--- config.mk ---
export PLATFORM = sky130hd
export DESIGN_NAME = icache_data_select
export DESIGN_NICKNAME = d
export VERILOG_FILES = /design/src/common/icache_pkg.sv /design/src/icache/icache_data_select.sv
export SDC_FILE = /design/constraint.sdc
export NUM_CORES = 1
export LEC_CHECK = 0
export ABC_AREA = 1
export BUFFER_PORTS_ARGS = -buffer_cell sky130_fd_sc_hd__buf_4
export CORE_AREA = 2 2 115 117
export CTS_BUF_LIST = sky130_fd_sc_hd__clkbuf_8
export DETAILED_ROUTE_END_ITERATION = 12
export DIE_AREA = 0 0 117 119
export PLACE_DENSITY = 0.61
export SLEW_MARGIN = 10
export SYNTH_ARGS = -nofsm -noshare
export SYNTH_HDL_FRONTEND = slang
export SYNTH_SLANG_ARGS = --single-unit
--- constraint.sdc ---
create_clock -name clk -period 1.2 [get_ports clk]
set_clock_uncertainty 0.15 [all_clocks]
set_input_delay 0 -clock clk [delete_from_list [all_inputs] [get_ports clk]]
set_output_delay 0 -clock clk [all_outputs]
set_load 0.01 [all_outputs]
--- src/common/icache_pkg.sv ---
package icache_pkg;

    // address split, tag | index | offset
    localparam int TAG_W    = 23;
    localparam int INDEX_W  = 6;
    localparam int OFFSET_W = 3;

    localparam int NUM_SETS = 64;

    // one way holds a line of two words
    localparam int WORD_W = 32;
    localparam int LINE_W = 64;

    // byte address toward memory
    localparam int ADDR_W = 32;

    // controller states
    typedef enum logic [1:0] {
        IDLE    = 2'd0,
        LOOKUP  = 2'd1,
        MISS    = 2'd2,
        REPLACE = 2'd3
    } icache_state_t;

endpackage

--- src/icache/icache_data_select.sv ---
`timescale 1ns/1ps

module icache_data_select
    import icache_pkg::*;
(
    input  logic                clk,
    input  logic                rst,
    input  logic                lookup_en,
    input  logic                refill_load,
    input  logic [LINE_W-1:0]   ret_data,
    input  logic [1:0]          way_hit,
    input  logic [OFFSET_W-1:0] req_offset,
    input  logic [2*LINE_W-1:0] line_rdata,
    input  logic                resp_en,
    output logic [LINE_W-1:0]   refill_line,
    output logic                data_ok,
    output logic [WORD_W-1:0]   rdata
);

    logic [1:0]        way_hit_q;
    logic [LINE_W-1:0] hit_line;

    // line from memory, written into the RAM during REPLACE
    always_ff @(posedge clk) begin
        if (refill_load) begin
            refill_line <= ret_data;
        end
    end

    // aligned with the RAM read issued in LOOKUP
    always_ff @(posedge clk) begin
        if (rst) begin
            way_hit_q <= '0;
        end else if (lookup_en) begin
            way_hit_q <= way_hit;
        end
    end

    assign hit_line = way_hit_q[1] ? line_rdata[LINE_W +: LINE_W] : line_rdata[0 +: LINE_W];

    // offset bit 2 picks the upper word
    assign rdata   = req_offset[2] ? hit_line[WORD_W +: WORD_W] : hit_line[0 +: WORD_W];
    assign data_ok = resp_en;

    // the response must come from exactly one way
    a_resp_onehot: assert property (@(posedge clk) disable iff (rst)
        resp_en |-> $onehot(way_hit_q));

endmodule

======== After elaboration in Yosys (flattened, before gate mapping) ========
Cells that the tools add are included.
word-level totals
  bits in registers ....................... 66
  bits of input ports ..................... 202
  output and inout port bits .............. 97
  word-level logic and storage cells ...... 4
operators by class
  mux-type cells .......................... 2
operators with widths
  operator  count
  $mux 64   1
  $mux 32   1

======== Longest topological paths before layout ========
  word-level depth ........................ 2
  depth in mapped cells ................... 5
  depth with buffers taken out ............ 4

======== Least setup slack after synthesis ========
OpenSTA, ideal clock, no wires.
  path kind ............................... flip-flop to flip-flop
  start point ............................. reg way_hit_q[1] (netlist name)
  end point ............................... reg way_hit_q[1]
  setup time .............................. 0.070 ns
  arrival ................................. 0.780 ns
  required time ........................... 0.980 ns
  setup slack ............................. 0.200 ns
  cell stages (with the launch flop) ...... 5
  path buffers ............................ 2
  clock period less this slack ............ 1.000 ns
  cell sequence ........................... dfxtp_1 > buf_4 > buf_6 > nand2_1 > a21oi_1
RTL lines
  element                 line                      text
  end signal: assignment  icache_data_select.sv:35  way_hit_q <= way_hit;
  end: declaration        icache_data_select.sv:20  logic [1:0] way_hit_q;

======== Worst setup path in the final report ========
  start point ............................. reg way_hit_q[1]
  end point ............................... out rdata[6]
between the ends
  cells in the longest elaborated chain, start to end .. 2
ends and longest elaborated chain
  element           line                      text
  $mux 64           icache_data_select.sv:39  assign hit_line = way_hit_q[1] ? line_rdata[LINE_W +: LINE_W] : line_rdata[0 +: LINE_W];
  $mux 32           icache_data_select.sv:42  assign rdata = req_offset[2] ? hit_line[WORD_W +: WORD_W] : hit_line[0 +: WORD_W];
  end: declaration  icache_data_select.sv:17  output logic [WORD_W-1:0] rdata
Every way passes these cells.

==> out/qor.csv <==
stage,metric,value,unit
drt,Via density,4.16,
timing,fin crit period,1500,ps
timing,Max Slew Vio Count,0,
setup_path,Crit. End Element,output pin,
setup_path,Crit path max-delay family,flip-flops,
setup_path,crit path kind,reg2out,
setup_path,R2R Path Start,way_hit_q[1]$_SDFFE_PP0P_,
grt,gr usage total,17.8,%
yosys,Post-Syn Nets,646,
drt,Routed wire per std cell,13.4,um
grt,number of global-route vias before repair,4189,
die,Die Area,13900,um2
power_and_ir_drop,pwr dens,890,nW/um2
setup_path,CP max FO,22,
timing,fin crit share,125,%
min_path,Hold WC Path Type,in2out,
die,initial core utilization,27.3,%
timing,Max Fclk,666,MHz
grt,initial antenna violation count,0,
flow_run,Max Cap Viol,0,
setup_path,reg2reg path depth,3,
final_layout,Post-Layout Cell Count,988,
setup_path,"Arr. time, crit path",1350,ps
die,Std-Cell Rows,42,
final_layout,diode count,0,
yosys,Post-Synthesis Cells,444,
power_and_ir_drop,Max VDD drop,1.13,mV
setup_path,Critical Path RT,1050,ps
yosys,Synth cell types,10,
place,Area after DPL,5920,um2
timing,setup ws final,-302,ps
die,Die Y,119,um
yosys,post-synthesis sequential area ratio,55.2,%
status,outcome,finished with violations,
drt,antenna-violating nets left,0,
drt,WL final,13300,um
clocking,CTS Buffer Depth,2,
timing,Setup Viol. Count Final,32,
clocking,clock insertion delay at the later pin of the skew report,330,ps
drt,drt pass-1 iters,5,
timing,RSZ-0062 raised after global routing,true,
setup_path,Critical path origin,way_hit_q[1]$_SDFFE_PP0P_,
final_layout,Layout area overhead,96.9,%
yosys,post-synthesis cell area,3520,um2
yosys,synth warn,0,
die,num ports,299,
place,port buffer count,293,
yosys,Post-Syn Area per Cell,7.92,um2
yosys,number of synthesized register bits,65,
die,DIE WIDTH,117,um
timing,Worst-Margin Slew,216,ps
clocking,Root Driver,clkbuf_8,
setup_path,"Critical Path, Cell by Cell","clkbuf_16, nand2_1, nand3_1, nand2_1, buf_4",
timing,Final Hold Fails,0,
setup_path,CP bufs+invs,2,
final_layout,Layout Utilization,53.8,%
setup_path,"Slowest-stage cell, CP",dfxtp_4,
clocking,postcts setup bufs,0,
clocking,CTS tree,built,
timing,slew margin rel.,85.6,%
clocking,clock-pin slew on the worst setup and hold paths,70,ps
setup_path,CP Launch Type,register,
place,gpl congestion,0.814,
setup_path,cell mode on critical path,nand2_1,
status,violated checks,negative setup slack,
place,dpl ws,31.0,ps
power_and_ir_drop,Pleak,0.00378,uW
die,CORE AREA,12900,um2
final_layout,share of layout cells above drive strength 1,41.0,%
min_path,hold path cells,6,
setup_path,"slowest stage delay, CP",440,ps
place,placed insts,901,
clocking,Sink Count,65,
clocking,CTS Buf Count,9,
clocking,H-Tree Depth,3,
drt,DR iter-0 viols,277,
setup_path,Crit path depth,5,
drt,Via Count,4114,
grt,largest net degree at the start of global routing,45,
grt,grt total ovfl,0,
min_path,worst min-delay path startpoint,line_rdata[31],
final_layout,design area,6920,um2
place,Final HPWL DP,9370,um
final_layout,Final nets,1009,
grt,first-pass GRT wire length,19300,um
drt,residual DRC count,0,
-- registers in the layout, indices dropped and copies added (netlist names) --
| register | flops |
|---|---|
| refill_line | 64 |
| way_hit_q | 1 |
-- metrics by stage --
stage | power [uW] | hold WS (ps) | setup TNS [ps]
after floorplan | 3350 | -80.9 | 0
after global placement | 4390 | -150 | 0
after detailed placement | 4410 | -150 | 0
after CTS | 6170 | 188 | -10050
after global routing | 6470 | 205 | -11070
final | 6160 | 223 | -8740
-- Yosys cell counts --
library cell,n,area [um2]
nand2_1,162,608
inv_2,1,3.75
a21oi_1,1,5.00
nand3_1,64,320
inv_1,130,488
buf_4,5,37.5
buf_6,5,56.3
dfxtp_1,1,20.0
edfxtp_1,64,1920
buf_2,11,55.1
-- final cells by class --
cell class              instances  area, um2
clock buffers                   9        124
clock inverters                 7       37.5
fillers                      1152       5950
inverters                     131        499
multi-input cells             227        988
flip-flops and latches         65       1950
well taps                     176        220
repair buffers                373       3110
-- layout by cell type (no fill, tap or decap), drive strengths merged --
cell type    instances
nand3               64
nand2              162
buf                303
clkbuf              10
inv                131
edfxtp              64
clkinvlp             1
clkinv               6
dlygate4sd3         69
a21oi                1
dfxtp                1
-- power by group --
part           leakage (uW)  total [uW]  internal, uW  switching (uW)
sequential         0.000635        2750          2690            59.1
combinational       0.00306        1870          1100             770
clock             0.0000815        1540           723             817
total               0.00378        6160          4510            1650
-- path summary, 6_finish.rpt --
path / slack (ps) / end
hold reg to reg: 580 / way_hit_q[1]$_SDFFE_PP0P_
setup reg to reg: 150 / way_hit_q[1]$_SDFFE_PP0P_
setup / recovery: -300 / rdata[6]
hold / removal: 220 / rdata[31]
-- worst min-delay path, stage by stage --
cell,delay [ps]
buf_4,80
inv_1,30
nand2_1,50
nand3_1,50
nand2_1,50
buf_4,110
-- repair_timing --
item,4_1_cts,5_1_grt
cloned,1,1
gates resized for setup,6,22
hold endpoints to repair,130,0
hold buffers,69,0
endpoints found under the setup margin,32,32
pin swaps,1,6
-- logic make-up (layout without fill, tap and decap cells) --
family	count (synthesis)	after routing	share of synthesized area (%)
compound gates	1	1	0.142
buf+inv	152	520	18.2
flops	65	65	55.2
simple gates	226	226	26.4
-- per-layer routing --
metal	wire length (um)	global-route usage, %
met1	4590	17.7
met2	7030	33.8
met3	1390	6.46
met4	248	5.66
met5	0	0
Note: power is estimated with default switching activity, not from simulation.
