### src/common/icache_pkg.sv
package icache_pkg;

    // address split, tag | index | offset
    localparam int TAG_W    = 23;
    localparam int INDEX_W  = 6;
    localparam int OFFSET_W = 3;

    localparam int NUM_SETS = 64;

    // one way holds a line of two words
    localparam int WORD_W = 32;
    localparam int LINE_W = 64;

    // byte address toward memory
    localparam int ADDR_W = 32;

    // controller states
    typedef enum logic [1:0] {
        IDLE    = 2'd0,
        LOOKUP  = 2'd1,
        MISS    = 2'd2,
        REPLACE = 2'd3
    } icache_state_t;

endpackage

### src/icache/icache_ctrl.sv
`timescale 1ns/1ps

module icache_ctrl
    import icache_pkg::*;
(
    input  logic clk,
    input  logic rst,
    input  logic valid,
    input  logic hit,
    input  logic ret_valid,
    output logic addr_ok,
    output logic lookup_en,
    output logic rd_req,
    output logic refill_load,
    output logic refill_we,
    output logic resp_en
);

    icache_state_t state;
    icache_state_t next_state;
    logic          hit_q;

    always_comb begin
        next_state = state;
        case (state)
            IDLE: begin
                if (valid) begin
                    next_state = LOOKUP;
                end
            end
            LOOKUP: begin
                next_state = hit ? IDLE : MISS;
            end
            MISS: begin
                // wait for the memory as long as it takes
                if (ret_valid) begin
                    next_state = REPLACE;
                end
            end
            REPLACE: begin
                next_state = LOOKUP;
            end
            default: begin
                next_state = IDLE;
            end
        endcase
    end

    always_ff @(posedge clk) begin
        if (rst) begin
            state <= IDLE;
            hit_q <= 1'b0;
        end else begin
            state <= next_state;
            hit_q <= (state == LOOKUP) && hit;
        end
    end

    assign addr_ok     = (state == IDLE);
    assign lookup_en   = (state == LOOKUP);
    assign rd_req      = (state == MISS);
    assign refill_load = (state == MISS) && ret_valid;
    assign refill_we   = (state == REPLACE);

    // a lookup hit always returns to IDLE so this is the IDLE cycle after it
    assign resp_en = hit_q;

    a_req_resp_excl: assert property (@(posedge clk) disable iff (rst)
        !(rd_req && resp_en));

    // the lookup after a refill must find the line just written
    a_refill_then_lookup: assert property (@(posedge clk) disable iff (rst)
        refill_we |=> !refill_we && lookup_en && hit);

    a_ret_in_miss: assert property (@(posedge clk) disable iff (rst)
        ret_valid |-> (state == MISS))
        else $error("ret_valid seen outside MISS");

endmodule

### config.mk
export PLATFORM = sky130hd
export DESIGN_NAME = icache_ctrl
export DESIGN_NICKNAME = d
export VERILOG_FILES = /design/src/common/icache_pkg.sv /design/src/icache/icache_ctrl.sv
export SDC_FILE = /design/constraint.sdc
export NUM_CORES = 1
export LEC_CHECK = 0
export ABC_CLOCK_PERIOD_IN_PS = 1500
export BUFFER_PORTS_ARGS = -buffer_cell sky130_fd_sc_hd__buf_4
export CAP_MARGIN = 20
export CORE_AREA = 2 2 39 41
export CTS_CLUSTER_SIZE = 16
export DETAILED_ROUTE_END_ITERATION = 8
export DIE_AREA = 0 0 41 43
export PLACE_DENSITY = 0.48
export SYNTH_ARGS = -nofsm -noshare
export SYNTH_HDL_FRONTEND = slang
export SYNTH_SLANG_ARGS = --single-unit
### constraint.sdc
create_clock -name clk -period 1.5 [get_ports clk]
set_input_delay 0.3 -clock clk [delete_from_list [all_inputs] [get_ports clk]]
set_output_delay 0.3 -clock clk [all_outputs]
set_load 0.05 [all_outputs]
## After elaboration in Yosys (flattened, before gate mapping)

Index checks and enable logic that the tools add are counted.

| cells by class | value |
|---|---|
| eq/ne operators | 5 |
| muxes and demuxes | 4 |
| reductions and logical operators | 4 |

Operators with widths:

| cell | number |
|---|---|
| 2-bit case mux with 4 select lines | 1 |
| 2-bit two-way mux | 3 |
| 2-bit == test, second input constant | 2 |
| 2-bit inequality test, second input constant | 2 |
| 2-bit by 1-bit == test with 1-bit output, second input constant | 1 |
| 1-bit logical AND | 2 |
| 2-bit zero test | 1 |
| 2-bit AND reduction | 1 |

| word-level totals | value |
|---|---|
| register bits | 3 |
| output and inout bits | 6 |
| word-level logic and storage cells | 15 |

## Depth between registers and ports, before layout

| depth | value |
|---|---|
| depth in word-level cells | 3 |
| gate-level depth with buffers | 5 |

## Least setup slack after synthesis

No wires, ideal clock.

| path | value |
|---|---|
| kind | register to register |
| start | reg state[0] |
| end | reg state[1] |
| data arrival time | 1.364 ns |
| slack | 0.040 ns |
| stages on the path, launching flop included | 6 |
| path buffers | 0 |
| cells stage by stage | dfxtp_1 > inv_1 > ha_1 > nand2b_4 > a211o_1 > o41ai_2 |

| between the ends | value |
|---|---|
| longest elaborated chain between the ends | 3 |
| elaborated cells on any way between the ends | 8 |
| classes of those cells | eq/ne (5); mux (1); reduce/logical (2) |

RTL lines:

| item | RTL line | RTL |
|---|---|---|
| from (decl) | icache_ctrl.sv:19 | `icache_state_t state;` |
| from (signal assigned) | icache_ctrl.sv:54 | `state <= next_state;` |
| 2-bit zero test * | n/a |  |
| net addr_ok | icache_ctrl.sv:11 | `output logic addr_ok,` |
| 2-bit inequality test (no source line) | n/a |  |
| 2-bit AND reduction (no source line) | n/a |  |

Mark *: on every way through the listed nets, which the timed path passes. The rest lies on a longest branch.
A chain may end at the register's enable or synchronous reset.

## Final worst setup path

| path | value |
|---|---|
| start | reg state[1] |
| end | out lookup_en |

| between the ends | value |
|---|---|
| longest elaborated chain between the ends | 1 |

RTL lines:

| item | RTL line | RTL |
|---|---|---|
| 2-bit by 1-bit == test with 1-bit output | icache_ctrl.sv:60 | `assign lookup_en = (state == LOOKUP);` |
| to (decl) | icache_ctrl.sv:12 | `output logic lookup_en,` |

Every way passes these cells.

==> results.ini <==
[drt]
drtAntennaViolNets = 0
vias = 209
drtIter0Drc = 3
first_pass_iters = 4
drt-total-wl_um = 435
wire_per_inst_um = 7.91
vias_per_cell = 3.80
drc = 0

[worst_setup_path]
crit_type = flop to output pin
cp_slowest_cell = dfxtp_1
cp_data_required_time_ps = 1200
crit_chain = inv_1 > ha_1 > buf_4
r2r-start = state[1]
startpoint = state[1]
path_delay_family = flip-flops
cp-start-kind = flop
critPathArrivalTime_ps = 1110
path_max_fanout = 4
crit_buf_inv = 2
cpPeakStageDelay_ps = 360
worstSetupEndpointType = output pin

[job]
drv_cap = 0

[synth]
syn_nets = 35
synthDistinctLibCells = 12
yosys-top-cells-area = ha_1 (31%), dfxtp_1 (25%), nand2b_4 (11%), o41ai_2 (6.7%), inv_1 (6.2%)
synthTopCellsByCount = ha_1 (6), inv_1 (4), dfxtp_1 (3), a21oi_1 (2), nand2b_4 (2)
yosysWarnings = 0
yosysSeqAreaShare = 0.249
syn_inst = 24
yosysTopAreaCell = ha_1
synth_area_um2 = 241
synth_edf_count = 0
netlist.area_leader.share = 0.311
synth_top_flop_cell = dfxtp_1
ys_ff_latch = 3
async_flop_share = 0
syn_area_per_cell_um2 = 10.1
synth_most_common_cell = ha_1

[sta]
tns_ps = 0
hold_viol = 0
relSlewSlack = 0.845
setup_slack_ps = 91.6
drv_slew = 0
min_period_over_period = 0.939
tightest_slew_ps = 230
max_freq_mhz = 710
skew_ps = 1.31
rsz0062_at_grt = no
setup_viol = 0
period_needed_ps = 1410

[clocking]
cts.sinks = 3
cts_tree = built
cts_buffer_depth = 2
clk_transition_reported_paths_ps = 40
cts_buffers = 3
clkLatencyLatePin_ps = 230
cts_root_buf = clkbuf_4
htreeDepth = 1
cts-hold-fix-buffers = 0

[placed_design]
pre_cts_ws_ps = 135
dp_hpwl_um = 365
gp_congestion = 0.680
io_buffers = 10

[pwr]
ir_drop_mv = 0.649
cellPowerDensity_nw_per_um2 = 885
p_leak_nw = 0.192
power_mw = 0.339

[grt]
grt_start_max_net_pins = 6
grt_pass1_vias = 199
overflow = 0
grt_pass1_wl_um = 752
antenna_found_initial = 0
grt_usage = 0.0652

[min_path]
min-delay-start = rst
holdCritPathClass = input pin to flop

[floorplanning]
num_io_pins = 11
rows = 14
dieArea_um2 = 1760
initial_core_util = 0.175
core_um2 = 1380
die_w_um = 41
die_h_um = 43

[layout]
layout.nets = 51
fillers = 150
seq_area_um2 = 63.8
antennaDiodeCount = 0
multi_input_area_um2 = 171
post-route-util = 0.277
area_growth_pct = 58.5
drive_above_1_share = 0.564

[outcome]
status = completed

[metrics by stage]
| stage | area, µm² | std cells | hold WS [ps] |
|---|---|---|---|
| global placement | 337 | 50 | 503 |
| global route | 383 | 55 | 261 |
| detailed placement | 337 | 50 | 506 |
| CTS | 373 | 54 | 254 |
| finish | 383 | 55 | 261 |
| floorplan | 241 | 24 | 372 |
[final timing paths]
check | end | slack, ps | cells after the start
setup / recovery | lookup_en | 90 | 3
hold / removal | state[0] | 260 | 2
setup reg to reg | state[1] | 250 | 4
hold reg to reg | state[0] | 560 | 2
[worst register-to-register path: stages, from the launching register on]
cell and delay, ps:
dfxtp_1 360, inv_1 110, ha_2 320, inv_1 40, o41ai_2 320
[per-layer routing]
layer	up-vias	wire [µm]	global-route usage
met5	-	0	0
met3	0	41	0.0628
met2	8	189	0.0906
li1	109	-	-
met1	92	203	0.0769
met4	0	0	0
[logic make-up after synthesis]
family	Yosys count	synth area share
AO/OA/AOI/OAI	5	0.181
adder cells (fa/ha/maj)	6	0.311
buffers and inverters	4	0.0622
flip-flops	3	0.249
AND/OR/NAND/NOR	6	0.197
[cell usage in the layout, fill, tap and decap left out]
cell type	synthesis	routed
inv_2	0	1
clkbuf_1	0	1
a211o_1	1	1
buf_4	0	10
nand2_2	1	1
a311oi_1	1	1
ha_2	0	2
a21oi_1	2	2
clkbuf_4	0	3
nand2b_4	2	2
o41ai_2	1	1
dfxtp_4	0	1
buf_6	0	1
nand2_1	1	1
ha_1	6	4
and2_1	1	1
dfxtp_1	3	2
nor2_1	1	1
inv_1	4	3
[sequential cells by signal, indices dropped and copies added (netlist names)]
signal and cells:
state 2, resp_en 1
[layout make-up]
cell class	instances	area share
Multi-Input combinational cell	17	0.448
Timing Repair Buffer	11	0.225
Sequential cell	3	0.167
Clock buffer	4	0.0686
Tap cell	16	0.0523
Inverter	4	0.0392
[power breakdown]
group / switching (mW) / total [mW] / internal (mW)
sequential: 0.00626 / 0.0932 / 0.0869
combinational: 0.0679 / 0.109 / 0.0409
clock: 0.0373 / 0.137 / 0.0994
total: 0.112 / 0.339 / 0.227
[timing repair]
item	in CTS	in global routing
setup endpoints to repair	1	2
setup buffers	0	1
resized for setup	4	2
No activity file was read; power rests on OpenSTA's default activity.
