<file path="src/common/icache_pkg.sv">
package icache_pkg;

    // address split, tag | index | offset
    localparam int TAG_W    = 23;
    localparam int INDEX_W  = 6;
    localparam int OFFSET_W = 3;

    localparam int NUM_SETS = 64;

    // one way holds a line of two words
    localparam int WORD_W = 32;
    localparam int LINE_W = 64;

    // byte address toward memory
    localparam int ADDR_W = 32;

    // controller states
    typedef enum logic [1:0] {
        IDLE    = 2'd0,
        LOOKUP  = 2'd1,
        MISS    = 2'd2,
        REPLACE = 2'd3
    } icache_state_t;

endpackage

</file>
<file path="src/icache/icache_req_buffer.sv">
`timescale 1ns/1ps

module icache_req_buffer
    import icache_pkg::*;
(
    input  logic                clk,
    input  logic                rst,
    input  logic                load,
    input  logic [TAG_W-1:0]    tag,
    input  logic [INDEX_W-1:0]  index,
    input  logic [OFFSET_W-1:0] offset,
    output logic [TAG_W-1:0]    req_tag,
    output logic [INDEX_W-1:0]  req_index,
    output logic [OFFSET_W-1:0] req_offset
);

    // held for the whole lookup, miss and refill sequence
    always_ff @(posedge clk) begin
        if (rst) begin
            req_tag    <= '0;
            req_index  <= '0;
            req_offset <= '0;
        end else if (load) begin
            req_tag    <= tag;
            req_index  <= index;
            req_offset <= offset;
        end
    end

endmodule

</file>
<file path="config.mk">
export PLATFORM = sky130hd
export DESIGN_NAME = icache_req_buffer
export DESIGN_NICKNAME = d
export VERILOG_FILES = /design/src/common/icache_pkg.sv /design/src/icache/icache_req_buffer.sv
export SDC_FILE = /design/constraint.sdc
export NUM_CORES = 1
export LEC_CHECK = 0
export BUFFER_PORTS_ARGS = -buffer_cell sky130_fd_sc_hd__buf_2
export CAP_MARGIN = 5
export CELL_PAD_IN_SITES_DETAIL_PLACEMENT = 1
export CELL_PAD_IN_SITES_GLOBAL_PLACEMENT = 2
export CORE_MARGIN = 10
export CORE_UTILIZATION = 26
export DETAILED_ROUTE_END_ITERATION = 8
export PLACE_DENSITY = 0.86
export RECOVER_POWER = 25
export SKIP_LAST_GASP = 1
export SYNTH_ARGS = -nofsm -noshare
export SYNTH_HDL_FRONTEND = slang
export SYNTH_SLANG_ARGS = --single-unit
</file>
<file path="constraint.sdc">
create_clock -name clk -period 1.7 [get_ports clk]
set_clock_uncertainty 0.1 [all_clocks]
set_input_delay 0.17 -clock clk [delete_from_list [all_inputs] [get_ports clk]]
set_output_delay 0.17 -clock clk [all_outputs]
set_load 0.02 [all_outputs]
</file>
Word-level counts from Yosys, hierarchy flattened

Cells that the tools add are included.

Register bits after elaboration: 32
Bits in latches: 0
Bits in writable memories: 0
Bits in read-only memories: 0
Input port bits: 35
Logic and storage cells: 3
Memories: 0

$add $sub $neg: 0
Multipliers: 0
Div/mod/pow operators: 0
Order comparisons: 0
Equality and inequality tests: 0
Shift-type cells: 0
Muxes and demuxes: 0
Bitwise logic cells: 0
Reduce and logical (&&, ||, !) cells: 0

Longest topological paths before layout

Gate-level depths: netlist (run 1).

Depth after elaboration: 0
Gate-level depth with buffers: 4

Least setup slack after synthesis (run 1)

No wires, ideal clock.

Path kind: input port to flip-flop
From: in load
To: reg req_index[0]
Library setup time: 128 ps
Data arrival time: 635 ps
Required time: 1472 ps
Setup slack: 837 ps
Cell stages on the path: 4
Path buffers: 2
Path through: buf_6 -> buf_12 -> mux2i_1 -> nor2_1

RTL lines:

| element                | line                    | source |
|---|---|---|
| start: declaration     | icache_req_buffer.sv:8  | `input logic load,` |
| end signal: assignment | icache_req_buffer.sv:25 | `req_index <= index;` |
| end: declaration       | icache_req_buffer.sv:13 | `output logic [INDEX_W-1:0] req_index,` |

Worst setup path in the final report (run 1)

From: reg req_index[2]
To: out req_index[2]

No word-level cell between the ends.

==> impl_metrics.toml, run 1 <==
[outcome]
status = "finished clean"

[global_route]
track_usage_pct = 9.12
first_global_vias = 1096
antenna_found_initial = 0
grt_remaining_overflow = 0
grt_pass1_wl_mm = 5.44
grt_max_degree = 33

[cts]
clockBufferDepth = 2
cts_setup_buffers = 0
ctsHoldBuffers = 0
clkTransAtPathRegs_ps = 60
ctsResizeCount = 0
cts_buffers = 5
clock_sinks = 32
cts-root-buf = "clkbuf_8"
worstSkewPairLatency_ps = 270
htree_levels = 2
cts_tree = "done"

[job]
max_cap_viol_count = 0

[finish]
area_growth_syn_to_layout_pct = 35.2
final_nets = 205
n_fill_cell = 509
design_area_mm2 = 0.00157
layout-drive-gt1-share_pct = 42.4
diodes = 0

[place]
hpwl_mm = 2.61
gp_congestion = 0.644
port_buffers = 66
postPlaceCellArea_mm2 = 0.00150

[drt]
via_count = 955
drt-vias-per-instance = 4.30
drcViolationCount = 0
first_pass_iters = 2
ant_nets = 0
drtIter0Drc = 14
wl_per_cell_um = 15.1
wirelength_mm = 3.36

[sta]
setup-violations-final = 0
slew_violations = 0
fmax_ghz = 0.938
rsz0062_at_grt = "false"
finalCritPeriodShare_pct = 62.7
finalCriticalPeriod_ps = 1070
worst_pin_slew_ps = 562
max_slew_margin_pct = 62.5
hold_viol = 0
fin_setup_tns_ps = 0

[pwr]
p_leak_nw = 0.854
switching_power_w = 0.000418
ir_worst_vdd_mv = 0.445
netSwitchingFraction_pct = 26.2
power.internal_w = 0.00118
power_density_mw_per_mm2 = 1010
p_comb_share_pct = 15.3
p_total_w = 0.00160
p_clk_share_pct = 33.5
power_frac_seq_pct = 51.2

[setup_path]
path_cells = "buf_2"
critPathTopFamily = "flip-flops"
r2r-start = "req_index[2]$_SDFFE_PP0P_"
ff2ff_path_depth = 2
slowest_delay_ps = 350
cp.arrival_ps = 800
worstSetupEndpointType = "primary output"
r2r-end = "req_index[2]$_SDFFE_PP0P_"
slowest_stage = "dfxtp_1"
worstPathMaxFanout = 2
crit_required_ps = 1430
cp-start-kind = "flop"
crit_type = "reg2out"
r2r_slack_ps = 960
cp_num_buf_inv = 1

[logic_synthesis]
yosys_warnings = 0
ys_seq_elements = 32
yosysTopAreaCell = "dfxtp_1"
synth_ff_type = "dfxtp_1"
synth_fp_nets = 138
synthTopCellsByCount = "dfxtp_1, mux2i_1, nor2_1"
netlist_instances = 103
yosysUniqueCellTypes = 6
netlist_area_mm2 = 0.00116
synth_area_per_cell_um2 = 11.3
ys_top_cells_by_area = "dfxtp_1, mux2i_1, nor2_1, buf_12, buf_6"
synth-edff-count = 0
ys_seq_area_share_pct = 55.1
async_flop_share_pct = 0
yosysTopAreaCellShare_pct = 55.1

[worst_hold_path]
min_path_cells = 3
hold_end = "req_tag[22]$_SDFFE_PP0P_"
hold_class = "in2reg"
min_from = "tag[22]"

[floorplan]
dieArea_mm2 = 0.00755
die_width_um = 86.9
die_h_um = 86.9
rows = 24
start_util_pct = 26.7
coreArea_mm2 = 0.00435
ios = 67
-- layout by cell type (no fill, tap or decap), drive strengths merged --
master  count
clkinv      1
buf        66
mux2i      32
dfxtp      32
nor2       32
clkbuf      7
-- power groups by stage --
stage | Clock, W | Combinational [W] | Sequential [W]
floorplan | 0 | 0.000104 | 0.000887
detailed placement | 0 | 0.000253 | 0.000833
CTS | 0.000564 | 0.000252 | 0.000818
global placement | 0 | 0.000244 | 0.000832
global route | 0.000599 | 0.000271 | 0.000823
finish | 0.000534 | 0.000245 | 0.000817
-- registers in the layout (all words and copies together), names as in the netlist --
register / cells
req_tag: 23
req_index: 6
req_offset: 3
-- worst max path at each step --
stage / startpoint / endpoint / slack, ps / cells past startpoint
after floorplan: load / req_index[0]$_SDFFE_PP0P_ / 840 / 4
after global placement: load / req_index[1]$_SDFFE_PP0P_ / 680 / 4
after detailed placement: load / req_tag[8]$_SDFFE_PP0P_ / 630 / 4
after CTS: req_index[2]$_SDFFE_PP0P_ / req_index[2] / 610 / 1
after global routing: req_index[1]$_SDFFE_PP0P_ / req_index[1] / 580 / 1
final: req_index[2]$_SDFFE_PP0P_ / req_index[2] / 630 / 1
-- logic make-up (layout without fill, tap and decap cells) --
group / count (synthesis) / count (layout) / synth area share, %
simple gates: 32 / 32 / 10.3
flops: 32 / 32 / 55.1
mux: 32 / 32 / 27.5
buf+inv: 7 / 74 / 7.10
-- through the flow --
| stage | cells | hold slack (ps) | setup slack [ps] | util (%) |
|---|---|---|---|---|
| 4_1_cts | 222 | 22.4 | 613 | 36.1 |
| 5_1_grt | 222 | 31.4 | 576 | 36.1 |
| 2_1_floorplan | 103 | 142 | 837 | - |
| 3_3_place_gp | 215 | 306 | 684 | 34.4 |
| 3_5_place_dp | 215 | 314 | 632 | 34.4 |
| 6_report | 222 | 30.3 | 634 | 36.1 |
-- metal layers --
metal	vias up	global-route usage (%)	wire length, µm
li1	466	-	-
met1	441	9.36	1360
met5	-	0	0
met3	5	5.99	384
met4	0	3.53	49
met2	43	14.5	1560
-- final cells by class --
cell class	count	area [µm²]	share of cell area, %
multi-input cells	64	440	28.0
repair buffers	67	349	22.2
well taps	52	65.1	4.14
flip-flops and latches	32	641	40.7
clock inverters	1	5.00	0.318
clock buffers	6	72.6	4.61
Note: power is estimated with default switching activity, not from simulation.
==> run 2, diff against run 1 <==
CORE_UTILIZATION = 24   (was 26)
PLACE_DENSITY = 0.8   (was 0.86)
clock period = 1 ns   (was 1.7 ns; I/O delays follow)
==> run 2 against run 1 <==
  * Count of clock-buffer cells in the layout stayed put
  * Critical endpoint is now req_index[3]
  * Critical path depth stayed put
  * Routed wire length is 21% higher
  * Design area is 31% higher
  * Worst setup slack worse by 600 ps
  * Flip-flop and latch count stayed put
  * Highest routed layer unchanged
  * First-iteration DRC count is 14% lower
  * Register-to-register slack worse by 710 ps
  * Hold slack better by 79 ps
  * Via count is 17% higher
==> impl_metrics.toml, run 2 (synthesized netlist as in run 1, its figures left out) <==
[sta]
hold_viol = 0
fmax_ghz = 1.03
rsz0062_at_grt = "true"
setup-violations-final = 0
finalCritPeriodShare_pct = 97.0
slew_violations = 0
max_slew_margin_pct = 89.6
finalCriticalPeriod_ps = 970
worst_pin_slew_ps = 152

[drt]
wl_per_cell_um = 15.0
first_pass_iters = 4
wirelength_mm = 4.08
via_count = 1119
drt-vias-per-instance = 4.11
drcViolationCount = 0
ant_nets = 0
drtIter0Drc = 12

[setup_path]
cp-start-kind = "flop"
r2r_slack_ps = 250
worstSetupEndpointType = "primary output"
r2r-end = "req_tag[20]$_SDFFE_PP0P_"
cp.arrival_ps = 770
path_cells = "buf_4"
cp_num_buf_inv = 1
r2r-start = "req_tag[20]$_SDFFE_PP0P_"
slowest_delay_ps = 350
ff2ff_path_depth = 2
critPathTopFamily = "flip-flops"
slowest_stage = "dfxtp_1"
crit_required_ps = 800
crit_type = "reg2out"
worstPathMaxFanout = 2

[worst_hold_path]
min_path_cells = 3
hold_end = "req_tag[13]$_SDFFE_PP0P_"
hold_class = "in2reg"
min_from = "rst"

[global_route]
first_global_vias = 1261
grt_remaining_overflow = 0
antenna_found_initial = 0
grt_max_degree = 33
grt_pass1_wl_mm = 6.13
track_usage_pct = 10.2

[floorplan]
rows = 25
ios = 67
coreArea_mm2 = 0.00472
die_h_um = 89.6
start_util_pct = 24.6
dieArea_mm2 = 0.00803
die_width_um = 89.6

[place]
gp_congestion = 0.687
port_buffers = 66
hpwl_mm = 2.79

[finish]
diodes = 0
area_growth_syn_to_layout_pct = 77.0
layout-drive-gt1-share_pct = 41.0
final_util_pct = 43.6
reg_top3 = "req_tag x23, req_index x6, req_offset x3"
final_nets = 239
largest_reg_flops = 23
layout_common_cells = "buf_2, mux2i_1, nor2_1, dlygate4sd3_1, buf_4"
largest_register = "req_tag"
final_common_cell = "buf_2"

[pwr]
power_density_mw_per_mm2 = 1440
ir_worst_vdd_mv = 0.535
power.internal_w = 0.00222
p_total_w = 0.00297
p_leak_nw = 1.03
power_frac_seq_pct = 47.1
p_comb_share_pct = 19.7
p_clk_share_pct = 33.2
netSwitchingFraction_pct = 25.2
switching_power_w = 0.000749

[cts]
cts_buffers = 5
cts_setup_buffers = 0
htree_levels = 2
worstSkewPairLatency_ps = 270
cts-root-buf = "clkbuf_8"
clkTransAtPathRegs_ps = 70
cts_tree = "done"
clock_sinks = 32
clockBufferDepth = 2

[outcome]
status = "finished clean"

[job]
max_cap_viol_count = 0
## run 2: changes by cell type in the layout (fill, tap and decap cells not counted), sizes merged
cell         previous run  this run
buf                    66        69
clkinv                  1         2
clkbuf                  7         6
dlygate4sd3             0        32
## run 2: repair_timing
action,CTS,global route
resized for setup,5,35
pin swaps,0,0
hold buffers,32,0
hold endpoints to repair,32,0
endpoints found under the setup margin,5,29
## run 2: per-layer routing
metal / part of all wire (%) / GRT usage [%] / vias up
met4: 2.3 / 4.62 / 0
met1: 34 / 8.69 / 528
li1: - / - / 539
met2: 57 / 20.1 / 46
met5: 0 / 0 / -
met3: 6.9 / 3.88 / 6
## run 2: final cells by class
type / instances / area (µm²)
fillers: 533 / 2660
repair buffers: 101 / 793
flip-flops and latches: 32 / 649
multi-input cells: 64 / 440
well taps: 67 / 83.8
clock buffers: 6 / 82.6
clock inverters: 2 / 10.0
## run 2: power by group through the flow
stage                     logic, W  clock network (W)  registers, W
after floorplan           0.000176                  0       0.00151
after global placement    0.000436                  0       0.00141
after detailed placement  0.000450                  0       0.00142
after CTS                 0.000554            0.00104       0.00139
after global routing      0.000632            0.00110       0.00141
final                     0.000584           0.000986       0.00140
## run 2: metrics by stage
| step | worst slack [ps] | hold WS [ps] | TNS, ps | instances | cell area [µm²] |
|---|---|---|---|---|---|
| finish | 29.6 | 109 | 0 | 272 | 2060 |
| global route | -18.7 | 115 | -50.8 | 272 | 2060 |
| detailed placement | 27.8 | 244 | 0 | 232 | 1560 |
| global placement | 67.8 | 235 | 0 | 232 | 1560 |
| CTS | 1.38 | 98.4 | 0 | 272 | 1980 |
| floorplan | 207 | 72.4 | 0 | 103 | 1160 |
## run 2: worst max path at each step
stage	start	end	slack, ps	depth (start not counted)
floorplan	load	req_index[0]$_SDFFE_PP0P_	210	4
global placement	load	req_tag[22]$_SDFFE_PP0P_	70	4
detailed placement	load	req_index[1]$_SDFFE_PP0P_	30	4
CTS	req_tag[17]$_SDFFE_PP0P_	req_tag[17]	1	1
global route	req_index[2]$_SDFFE_PP0P_	req_index[2]	-20	1
finish	req_index[3]$_SDFFE_PP0P_	req_index[3]	30	1
